File: config.mk
export PLATFORM = sky130hd
export DESIGN_NAME = if_stage
export DESIGN_NICKNAME = d
export VERILOG_FILES = /design/src/fetch_pkg.sv /design/src/if_stage.sv /design/src/if_id_reg.sv /design/src/fetch_fifo.sv /design/src/fetch_ctrl.sv /design/src/pc_select.sv
export SDC_FILE = /design/constraint.sdc
export NUM_CORES = 1
export LEC_CHECK = 0
export ABC_AREA = 1
export BUFFER_PORTS_ARGS = -buffer_cell sky130_fd_sc_hd__buf_2
export CAP_MARGIN = 20
export CELL_PAD_IN_SITES_DETAIL_PLACEMENT = 1
export CELL_PAD_IN_SITES_GLOBAL_PLACEMENT = 1
export CORE_UTILIZATION = 40
export CTS_CLUSTER_SIZE = 14
export DETAILED_ROUTE_END_ITERATION = 10
export PLACE_DENSITY_LB_ADDON = 0.1
export SLEW_MARGIN = 40
export SYNTH_ARGS = -nofsm -noshare
export SYNTH_HDL_FRONTEND = slang
export SYNTH_SLANG_ARGS = --single-unit
File: constraint.sdc
create_clock -name clk_i -period 5.7 [get_ports clk_i]
set_input_delay 0.855 -clock clk_i [delete_from_list [all_inputs] [get_ports clk_i]]
set_output_delay 0.855 -clock clk_i [all_outputs]
set_load 0.005 [all_outputs]
File: src/fetch_pkg.sv
//////////////////////////////
// fetch stage definitions
// widths, enums and structs shared by
// the instruction fetch blocks
//////////////////////////////

package fetch_pkg;

  //////////////////////////////
  // widths
  //////////////////////////////

  // byte address of an instruction word
  typedef logic [31:0] addr_t;

  // raw 32-bit instruction as read from the bus
  typedef logic [31:0] instr_t;

  // interrupt id used for the vectored entry
  typedef logic [4:0] irq_id_t;

  //////////////////////////////
  // selectors
  //////////////////////////////

  // source of the next fetch address
  typedef enum logic [1:0] {
    PC_BOOT,
    PC_JUMP,
    PC_EXC,
    PC_ERET
  } pc_sel_e;

  // kind of trap entry
  typedef enum logic {
    EXC_PC_EXC,
    EXC_PC_IRQ
  } exc_pc_sel_e;

  //////////////////////////////
  // bundles
  //////////////////////////////

  // csr values feeding the pc mux
  typedef struct packed {
    addr_t mepc;
    addr_t mtvec;
  } csr_pc_t;

  // one bus response
  typedef struct packed {
    instr_t instr;
    logic   err;
  } fetch_entry_t;

  // payload handed to decode
  typedef struct packed {
    instr_t instr;
    addr_t  pc;
    logic   fetch_err;
  } if_id_t;

  // prefetch queue depth, also caps outstanding requests
  localparam int unsigned FifoDepth = 2;

  // reset entry offset within the boot page
  localparam logic [7:0] BootOffset = 8'h80;

  // low bits of mtvec and boot_addr that are ignored
  localparam int unsigned VecBaseLsb = 8;

endpackage
File: src/if_stage.sv
//////////////////////////////
// instruction fetch stage
// pc select, bus fetch, prefetch
// queue and if-id register
//////////////////////////////

module if_stage (
  input  logic                   clk_i,
  input  logic                   rst_ni,
  input  logic                   req_i,
  // redirect control
  input  logic                   pc_set_i,
  input  fetch_pkg::pc_sel_e     pc_mux_i,
  input  fetch_pkg::exc_pc_sel_e exc_pc_mux_i,
  input  fetch_pkg::irq_id_t     irq_id_i,
  input  fetch_pkg::addr_t       branch_target_i,
  input  fetch_pkg::addr_t       boot_addr_i,
  input  fetch_pkg::csr_pc_t     csr_i,
  output logic                   csr_mtvec_init_o,
  // instruction bus
  output logic                   instr_req_o,
  output fetch_pkg::addr_t       instr_addr_o,
  input  logic                   instr_gnt_i,
  input  logic                   instr_rvalid_i,
  input  fetch_pkg::instr_t      instr_rdata_i,
  input  logic                   instr_err_i,
  // decode side
  output fetch_pkg::if_id_t      if_id_o,
  output logic                   instr_valid_id_o,
  output logic                   instr_new_id_o,
  input  logic                   id_in_ready_i,
  input  logic                   instr_valid_clear_i,
  output fetch_pkg::addr_t       pc_if_o,
  output logic                   if_busy_o
);
  import fetch_pkg::*;

  addr_t        redirect_addr;
  logic         push;
  fetch_entry_t push_entry;
  logic         pop;
  logic [1:0]   count;
  logic         head_valid;
  if_id_t       head;

  pc_select u_pc_select (
    .pc_set_i        (pc_set_i),
    .pc_mux_i        (pc_mux_i),
    .exc_pc_mux_i    (exc_pc_mux_i),
    .irq_id_i        (irq_id_i),
    .boot_addr_i     (boot_addr_i),
    .branch_target_i (branch_target_i),
    .csr_i           (csr_i),
    .redirect_addr_o (redirect_addr),
    .csr_mtvec_init_o(csr_mtvec_init_o)
  );

  fetch_ctrl u_fetch_ctrl (
    .clk_i          (clk_i),
    .rst_ni         (rst_ni),
    .req_i          (req_i),
    .pc_set_i       (pc_set_i),
    .redirect_addr_i(redirect_addr),
    .instr_gnt_i    (instr_gnt_i),
    .instr_rvalid_i (instr_rvalid_i),
    .instr_rdata_i  (instr_rdata_i),
    .instr_err_i    (instr_err_i),
    .count_i        (count),
    .instr_req_o    (instr_req_o),
    .instr_addr_o   (instr_addr_o),
    .push_o         (push),
    .push_entry_o   (push_entry),
    .if_busy_o      (if_busy_o)
  );

  // queue empties on every redirect
  fetch_fifo u_fetch_fifo (
    .clk_i       (clk_i),
    .rst_ni      (rst_ni),
    .flush_i     (pc_set_i),
    .flush_addr_i(redirect_addr),
    .push_i      (push),
    .push_entry_i(push_entry),
    .pop_i       (pop),
    .head_valid_o(head_valid),
    .head_o      (head),
    .count_o     (count)
  );

  if_id_reg u_if_id_reg (
    .clk_i              (clk_i),
    .rst_ni             (rst_ni),
    .head_valid_i       (head_valid),
    .head_i             (head),
    .id_in_ready_i      (id_in_ready_i),
    .pc_set_i           (pc_set_i),
    .instr_valid_clear_i(instr_valid_clear_i),
    .pop_o              (pop),
    .if_id_o            (if_id_o),
    .instr_valid_id_o   (instr_valid_id_o),
    .instr_new_id_o     (instr_new_id_o)
  );

  assign pc_if_o = head.pc;

endmodule

File: src/if_id_reg.sv
//////////////////////////////
// if-id pipeline register
// payload, sticky valid and new pulse
//////////////////////////////

module if_id_reg (
  input  logic              clk_i,
  input  logic              rst_ni,
  input  logic              head_valid_i,
  input  fetch_pkg::if_id_t head_i,
  input  logic              id_in_ready_i,
  input  logic              pc_set_i,
  input  logic              instr_valid_clear_i,
  output logic              pop_o,
  output fetch_pkg::if_id_t if_id_o,
  output logic              instr_valid_id_o,
  output logic              instr_new_id_o
);
  import fetch_pkg::*;

  if_id_t if_id_q;
  logic   valid_q, valid_d;
  logic   new_q, new_d;

  // decode takes the head whenever it is ready
  assign pop_o = head_valid_i & id_in_ready_i;

  // a redirect in the same cycle kills the incoming word
  assign new_d = pop_o & ~pc_set_i;

  // valid sticks until decode clears it
  assign valid_d = new_d | (valid_q & ~instr_valid_clear_i);

  always_ff @(posedge clk_i or negedge rst_ni) begin
    if (!rst_ni) begin
      valid_q <= 1'b0;
      new_q   <= 1'b0;
    end else begin
      valid_q <= valid_d;
      new_q   <= new_d;
    end
  end

  // payload frozen while decode stalls
  always_ff @(posedge clk_i) begin
    if (pop_o) begin
      if_id_q <= head_i;
    end
  end

  assign if_id_o          = if_id_q;
  assign instr_valid_id_o = valid_q;
  assign instr_new_id_o   = new_q;

endmodule

File: src/fetch_fifo.sv
//////////////////////////////
// prefetch queue
// two fetched words plus the pc
// of the oldest one
//////////////////////////////

module fetch_fifo (
  input  logic                    clk_i,
  input  logic                    rst_ni,
  input  logic                    flush_i,
  input  fetch_pkg::addr_t        flush_addr_i,
  input  logic                    push_i,
  input  fetch_pkg::fetch_entry_t push_entry_i,
  input  logic                    pop_i,
  output logic                    head_valid_o,
  output fetch_pkg::if_id_t       head_o,
  output logic [1:0]              count_o
);
  import fetch_pkg::*;

  fetch_entry_t mem_q [FifoDepth];
  addr_t        head_pc_q;
  logic [1:0]   count_q, count_d;
  logic [1:0]   wr_idx;
  logic         wr_en;
  logic         rd_en;

  assign head_valid_o = (count_q != 2'd0);

  // flush wins over both ports
  assign wr_en = push_i & ~flush_i;
  assign rd_en = pop_i & head_valid_o & ~flush_i;

  // new word lands after the survivors of a pop
  assign wr_idx = count_q - 2'(rd_en);

  //////////////////////////////
  // occupancy
  //////////////////////////////

  always_comb begin
    count_d = count_q;
    if (flush_i) begin
      count_d = 2'd0;
    end else begin
      count_d = count_q + 2'(wr_en) - 2'(rd_en);
    end
  end

  always_ff @(posedge clk_i or negedge rst_ni) begin
    if (!rst_ni) begin
      count_q <= 2'd0;
    end else begin
      count_q <= count_d;
    end
  end

  //////////////////////////////
  // storage
  //////////////////////////////

  // entry 0 is the head and shifts in from entry 1
  always_ff @(posedge clk_i) begin
    if (wr_en && wr_idx == 2'd0) begin
      mem_q[0] <= push_entry_i;
    end else if (rd_en) begin
      mem_q[0] <= mem_q[1];
    end
    if (wr_en && wr_idx == 2'd1) begin
      mem_q[1] <= push_entry_i;
    end
  end

  // pc of the head, restarts at the redirect target
  always_ff @(posedge clk_i) begin
    if (flush_i) begin
      head_pc_q <= flush_addr_i;
    end else if (rd_en) begin
      head_pc_q <= head_pc_q + 32'd4;
    end
  end

  assign head_o.instr     = mem_q[0].instr;
  assign head_o.pc        = head_pc_q;
  assign head_o.fetch_err = mem_q[0].err;

  assign count_o = count_q;

endmodule

File: src/fetch_ctrl.sv
//////////////////////////////
// fetch bus control
// issues requests, tracks outstanding
// responses and drops stale ones
//////////////////////////////

module fetch_ctrl (
  input  logic                    clk_i,
  input  logic                    rst_ni,
  input  logic                    req_i,
  input  logic                    pc_set_i,
  input  fetch_pkg::addr_t        redirect_addr_i,
  input  logic                    instr_gnt_i,
  input  logic                    instr_rvalid_i,
  input  fetch_pkg::instr_t       instr_rdata_i,
  input  logic                    instr_err_i,
  input  logic [1:0]              count_i,
  output logic                    instr_req_o,
  output fetch_pkg::addr_t        instr_addr_o,
  output logic                    push_o,
  output fetch_pkg::fetch_entry_t push_entry_o,
  output logic                    if_busy_o
);
  import fetch_pkg::*;

  typedef enum logic {
    IDLE,
    FETCH
  } state_e;

  state_e     state_q, state_d;
  addr_t      fetch_addr_q, fetch_addr_d;
  addr_t      hold_addr_q;
  logic       hold_q, hold_d;
  logic       stale_q, stale_d;
  logic [1:0] outstanding_q, outstanding_d;
  logic [1:0] discard_q, discard_d;
  logic [2:0] in_use;
  logic       can_issue;
  logic       gnt_accept;
  logic       drop;

  //////////////////////////////
  // request side
  //////////////////////////////

  // no fetching before the first redirect
  always_comb begin
    state_d = state_q;
    unique case (state_q)
      IDLE:    if (pc_set_i) state_d = FETCH;
      FETCH:   state_d = FETCH;
      default: state_d = IDLE;
    endcase
  end

  // words in flight plus words queued must fit the queue
  assign in_use    = {1'b0, outstanding_q} + {1'b0, count_i};
  assign can_issue = (state_q == FETCH) & req_i & ~pc_set_i & (in_use < 3'(FifoDepth));

  // an ungranted request stays up with the same address
  assign instr_req_o  = hold_q | can_issue;
  assign instr_addr_o = stale_q ? hold_addr_q : fetch_addr_q;
  assign gnt_accept   = instr_req_o & instr_gnt_i;

  assign hold_d = instr_req_o & ~instr_gnt_i;
  // held request overtaken by a redirect
  assign stale_d = hold_d & (pc_set_i | stale_q);

  // stale grants leave the next address untouched
  always_comb begin
    fetch_addr_d = fetch_addr_q;
    if (pc_set_i) begin
      fetch_addr_d = redirect_addr_i;
    end else if (gnt_accept && !stale_q) begin
      fetch_addr_d = fetch_addr_q + 32'd4;
    end
  end

  //////////////////////////////
  // response side
  //////////////////////////////

  assign drop   = instr_rvalid_i & (discard_q != 2'd0);
  assign push_o = instr_rvalid_i & ~drop & ~pc_set_i;

  assign push_entry_o.instr = instr_rdata_i;
  assign push_entry_o.err   = instr_err_i;

  assign outstanding_d = outstanding_q + 2'(gnt_accept) - 2'(instr_rvalid_i);

  // a redirect marks everything still in flight for dropping
  always_comb begin
    if (pc_set_i) begin
      discard_d = outstanding_d;
    end else begin
      discard_d = discard_q - 2'(drop) + 2'(gnt_accept & stale_q);
    end
  end

  assign if_busy_o = (outstanding_q != 2'd0);

  always_ff @(posedge clk_i or negedge rst_ni) begin
    if (!rst_ni) begin
      state_q       <= IDLE;
      hold_q        <= 1'b0;
      stale_q       <= 1'b0;
      outstanding_q <= 2'd0;
      discard_q     <= 2'd0;
    end else begin
      state_q       <= state_d;
      hold_q        <= hold_d;
      stale_q       <= stale_d;
      outstanding_q <= outstanding_d;
      discard_q     <= discard_d;
    end
  end

  always_ff @(posedge clk_i) begin
    fetch_addr_q <= fetch_addr_d;
    if (hold_d) begin
      hold_addr_q <= instr_addr_o;
    end
  end

endmodule

File: src/pc_select.sv
//////////////////////////////
// next pc select
// picks the redirect address and
// computes the trap vector
//////////////////////////////

module pc_select (
  input  logic                   pc_set_i,
  input  fetch_pkg::pc_sel_e     pc_mux_i,
  input  fetch_pkg::exc_pc_sel_e exc_pc_mux_i,
  input  fetch_pkg::irq_id_t     irq_id_i,
  input  fetch_pkg::addr_t       boot_addr_i,
  input  fetch_pkg::addr_t       branch_target_i,
  input  fetch_pkg::csr_pc_t     csr_i,
  output fetch_pkg::addr_t       redirect_addr_o,
  output logic                   csr_mtvec_init_o
);
  import fetch_pkg::*;

  addr_t boot_pc;
  addr_t mtvec_base;
  addr_t exc_pc;
  addr_t jump_pc;

  // boot page base plus the reset entry offset
  assign boot_pc = {boot_addr_i[31:VecBaseLsb], {VecBaseLsb{1'b0}}} + addr_t'(BootOffset);

  // trap table base, low bits dropped
  assign mtvec_base = {csr_i.mtvec[31:VecBaseLsb], {VecBaseLsb{1'b0}}};

  // jumps are always word aligned here
  assign jump_pc = {branch_target_i[31:2], 2'b00};

  //////////////////////////////
  // trap vector
  //////////////////////////////

  always_comb begin
    unique case (exc_pc_mux_i)
      // synchronous exceptions share the base entry
      EXC_PC_EXC: exc_pc = mtvec_base;
      // vectored interrupts, one word per id
      EXC_PC_IRQ: exc_pc = mtvec_base + addr_t'({irq_id_i, 2'b00});
      default:    exc_pc = mtvec_base;
    endcase
  end

  //////////////////////////////
  // redirect mux
  //////////////////////////////

  always_comb begin
    unique case (pc_mux_i)
      PC_BOOT: redirect_addr_o = boot_pc;
      PC_JUMP: redirect_addr_o = jump_pc;
      PC_EXC:  redirect_addr_o = exc_pc;
      // return from trap
      PC_ERET: redirect_addr_o = csr_i.mepc;
      default: redirect_addr_o = boot_pc;
    endcase
  end

  // csr file loads its mtvec reset value on the boot jump
  assign csr_mtvec_init_o = pc_set_i & (pc_mux_i == PC_BOOT);

endmodule

* Word level (Yosys, flattened, before mapping)
Memory sizes are Yosys's and may differ from the RTL's. A register that Yosys moved wholly into a read port is not among the register bits.
Cells that the tools add are included.
** Cells by class
- Muxes and demuxes :: 19
- Bitwise logic cells :: 27
- Equality and inequality tests :: 4
- Add/subtract/negate cells :: 12
- Reductions and logical operators :: 11
- Magnitude comparators :: 1
** Operators by type and width (count)
- $mux W32 :: 5
- $pmux W32 S4 :: 1
- $add A32 B3 Y32 const B :: 2
- $pmux W32 S2 :: 1
- $mux W33 :: 1
- $add A32 B7 Y32 :: 1
- $add A32 B8 Y32 const B :: 1
- $and A1 B1 Y1 :: 17
- $reduce_bool A2 Y1 :: 5
- $mux W1 :: 8
- $sub A2 B1 Y2 :: 4
- $not A1 Y1 :: 6
- $add A2 B1 Y2 :: 2
- $eq A2 B1 Y1 const B :: 2
- $eq A2 B2 Y1 const B :: 2
- $logic_not A2 Y1 :: 2
- $mux W2 :: 2
- $or A1 B1 Y1 :: 4
- $add A2 B2 Y3 :: 1
- $logic_and A1 B1 Y1 :: 3
- $lt A3 B2 Y1 const B :: 1
- $add A2 B2 Y2 :: 1
- $pmux W1 S2 :: 1
- $logic_not A1 Y1 :: 1
** Storage, ports and cells
- Memories :: 1
- Input port bits :: 177
- Logic and storage cells :: 87
- Register bits after elaboration :: 139
- Output and inout bits :: 134
- Memory bits (writable) :: 66
** Memory list
- u_fetch_fifo.mem_q :: depth 2, bits a word 33, read ports 2, clocked after memory_dff 1, write ports 2, RTL line fetch_fifo.sv:21 : fetch_entry_t mem_q [FifoDepth];

* Depth between registers and ports, before layout
- Word-level depth :: 10
- Gate-level depth with buffers :: 13
- Gate-level depth less buffers :: 13

* Modules after synthesis
Synthesis repeated with hierarchy kept, for this count alone.
** Unflattened totals
- Cell total of the unflattened synthesis :: 1306
- Area, all modules :: 12241.7 µm²
** By module, submodules not included
- fetch_fifo :: cells each 532, sequential area each 2992.9 µm², times used 1, area each 5109.9 µm²
- fetch_ctrl :: cells each 524, sequential area each 2097.0 µm², times used 1, area each 4176.5 µm²
- if_id_reg :: cells each 75, sequential area each 2001.9 µm², times used 1, area each 2033.2 µm²
- pc_select :: cells each 175, sequential area each 0.0 µm², times used 1, area each 922.1 µm²

* Worst setup path before layout
OpenSTA, ideal clock, no wires.
- Path type :: input -> register
- From :: in pc_set_i
- To :: mem u_fetch_fifo.mem_q[1][0] (netlist bit) (enable)
- Stages :: 5
- Setup slack :: 1201 ps
- Data required time :: 5236 ps
- Buffers on the path :: 2
- Setup time :: 464 ps
- Arrival time :: 4035 ps
- Cells stage by stage :: buf_6 > nor2_4 > buf_2 > ha_1 > nor3_1
** RTL lines
- start: declaration :: RTL line if_stage.sv:12 : input logic pc_set_i,
- end: declaration :: RTL line fetch_fifo.sv:21

* Final worst setup path
- From :: in pc_set_i
- To :: out csr_mtvec_init_o
** Between the ends
- Word-level cells in the longest chain between the ends :: 1
** RTL lines
- $and A1 B1 Y1 :: RTL line pc_select.sv:64 : assign csr_mtvec_init_o = pc_set_i & (pc_mux_i == PC_BOOT);
- end: declaration :: RTL line if_stage.sv:19 : output logic csr_mtvec_init_o,
Every way passes these cells.

==> flow_metrics.py <==
metrics = {
    "outcome": {
        "outcome": "finished clean",
    },
    "synth": {
        "synth.net_count": 1353,
        "netlist_instances": 1165,
        "synth_top_area_share_pct": 60.8,
        "yosys.area.top_type": "edfxtp_1",
        "syn_avg_cell_area_um2": 9.62,
        "synth_cell_types": 32,
        "ys_ff_latch": 238,
        "synthTopCellsByArea": "edfxtp_1 (61%), nand2_1 (16%), nand3_1 (4.2%)",
        "netlist_area_mm2": 0.0112,
        "ys_seq_area_share_pct": 63.3,
        "yosysWarnings": 0,
    },
    "place": {
        "hpwlAfterDp_um": 25300,
        "io_buffers": 292,
        "gp_congestion": 0.832,
    },
    "die": {
        "start_util_pct": 41.1,
        "rows": 60,
        "dieArea_mm2": 0.0287,
        "core_area_mm2": 0.0273,
        "die_h_um": 169,
        "die_x_um": 169,
        "io_pins": 311,
    },
    "clock_tree": {
        "cts-resized-gates": 0,
        "clock_latency_ns": 0.54,
        "cts_setup_buffers": 0,
        "ctsHoldBuffers": 0,
        "cts_made_buffers": 26,
        "cts_tree": "done",
        "clock_sinks": 238,
        "htreeDepth": 1,
        "clk_pin_slew_ns": 0.06,
        "clock-root-buffer": "clkbuf_16",
        "cts_buffer_depth": 3,
    },
    "setup_path": {
        "r2r-end": "u_fetch_fifo.mem_q[0][7]",
        "cp_max_fo": 56,
        "required_ns": 4.85,
        "end_kind": "output pin",
        "cp_slowest_stage_delay_ns": 0.56,
        "path_cells": "buf_2 -> buf_4 -> inv_6 -> nor2_1 -> buf_2",
        "endpoint": "csr_mtvec_init_o",
        "crit_start": "pc_set_i",
        "crit_buf_inv": 4,
        "crit_slowest_cell": "buf_4",
        "crit_cells": 5,
        "start_kind": "input pin",
        "cpMostUsedCell": "buf_2",
        "cp.arrival_ns": 2.21,
        "crit_type": "in -> out",
        "crit_family": "buffers and inverters",
        "worstReg2RegStart": "u_fetch_fifo.count_o[1]",
        "rrSetupSlack_ns": 2.84,
        "reg2reg_depth": 8,
    },
    "grt": {
        "gr-total-overflow": 0,
        "antenna_found_initial": 3,
        "grt_pass1_vias": 9596,
        "grt_max_degree": 57,
        "grt_first_pass_wirelength_um": 53100,
        "globalRouteTotalUtil_pct": 24.1,
    },
    "pwr": {
        "switchingPower_mw": 1.46,
        "swShare_pct": 28.8,
        "p_clk_share_pct": 33.7,
        "combPwrFrac_pct": 18.0,
        "p_total_mw": 5.07,
        "p_int_mw": 3.61,
        "power_density_mw_per_mm2": 365,
        "ir_worst_vdd_mv": 0.250,
        "sequentialPowerShare_pct": 48.3,
        "p_leak_nw": 5.99,
    },
    "detailed_routing": {
        "drc": 0,
        "wl_um": 34700,
        "firstDrtPassIters": 4,
        "vias": 9311,
        "post_drt_wl_per_cell_um": 18.8,
        "vias_per_cell": 5.04,
        "antenna_left": 0,
        "dr.first_iter.drc_count": 397,
    },
    "timing": {
        "finalSetupTns_ns": 0,
        "rsz0062_at_grt": "no",
        "worstMarginPinSlew_ns": 0.697,
        "report.final.setup_viol": 0,
        "clock_skew_ns": 0.0197,
        "slew_headroom_pct": 53.5,
        "timing.final.crit_share_pct": 53.7,
        "period_minus_slack_ns": 3.06,
        "hold_viol": 0,
        "fmax_mhz": 327,
        "slew_violations": 0,
    },
    "finish": {
        "n_fill_cell": 3207,
        "finalNetCount": 1645,
        "diodes": 0,
        "mostFrequentLayoutCells": "nand2_1 (471), buf_2 (292), edfxtp_1 (227), nand3_1 (93), nor2_1 (85)",
        "drive_above_1_share_pct": 25.3,
        "area_growth_pct": 24.1,
        "mostFrequentLayoutCell": "nand2_1",
    },
    "min_path": {
        "hp-class": "in -> async",
    },
    "flow_run": {
        "max_cap_violations": 0,
    },
}
synthesized netlist by cell type, drive strengths merged:
cell	instances
or2	4
dfrtp	11
xor2	7
buf	17
o21ai	58
nand2	477
o211ai	1
nor2	103
ha	10
clkbuf	22
o221ai	1
o31ai	1
a22oi	5
fa	1
xnor2	4
inv	84
nand3	94
a21oi	8
edfxtp	227
and2	5
nand4	24
nor3	1
state kept, by name, indices dropped and copies added, names as in the netlist, 2 cells and up:
signal / count
u_fetch_ctrl.hold_addr_q: 32
u_fetch_fifo.mem_q: 66
u_if_id_reg.if_id_o: 65
u_fetch_fifo.count_o: 2
u_fetch_ctrl.fetch_addr_q: 32
u_fetch_ctrl.outstanding_q: 2
u_fetch_ctrl.discard_q: 2
u_fetch_fifo.head_pc_q: 32
power groups by stage:
stage / Clock [mW] / Sequential [mW] / Combinational, mW
global placement: 0 / 2.48 / 0.894
global route: 1.80 / 2.48 / 1.02
floorplan: 0 / 2.44 / 0.496
CTS: 1.75 / 2.46 / 0.930
finish: 1.71 / 2.45 / 0.911
detailed placement: 0 / 2.49 / 0.924
cell families (layout without fill, tap and decap cells):
kind of cell             count (synthesis)  in the layout  share of synthesized area (%)
AND/OR/NAND/NOR                        708            708                           26.5
AO/OA/AOI/OAI                           74             74                           3.49
buffers and inverters                  123            434                           4.58
flip-flops                             238            238                           63.3
adder cells (fa/ha/maj)                 11             11                           1.29
XOR/XNOR                                11             11                          0.859
worst min-delay path by stage:
stage,start,end,slack [ns],cells after the start
5_1_grt,rst_ni,u_fetch_fifo.count_o[1],0.18,1
3_3_place_gp,u_fetch_fifo.mem_q[0][27],u_if_id_reg.if_id_o[59],0.40,0
2_1_floorplan,u_fetch_fifo.mem_q[0][0],u_if_id_reg.if_id_o[0],0.40,0
3_5_place_dp,u_fetch_fifo.mem_q[0][10],u_if_id_reg.if_id_o[42],0.41,0
4_1_cts,rst_ni,u_fetch_fifo.count_o[1],0.17,1
6_report,rst_ni,u_fetch_fifo.count_o[1],0.18,1
metal layers:
metal,routed length (um),track usage (%),up-vias
met5,23,0,-
met4,667,5.05,4
met3,2210,5.20,42
met2,17600,43.8,266
met1,14200,29.3,4528
li1,-,-,4471
metrics by stage:
stage	utilization (%)	worst slack, ns	instances	hold slack, ns	cell area, um2
floorplan	-	1.20	1165	0.400	11200
global placement	47.9	2.29	1801	0.400	13000
detailed placement	47.9	2.23	1801	0.407	13000
CTS	51.0	2.61	1848	0.170	13900
global route	51.0	2.52	1848	0.179	13900
finish	51.0	2.64	1848	0.180	13900
cell type report:
class	instances	area, um2	share of cell area, %
clock buffers	29	662	4.76
clock inverters	18	208	1.49
inverters	84	320	2.30
multi-input cells	804	3620	26.0
flip-flops and latches	238	7090	51.0
well taps	372	465	3.35
repair buffers	303	1540	11.1
Power figures use the tool's default switching activity.
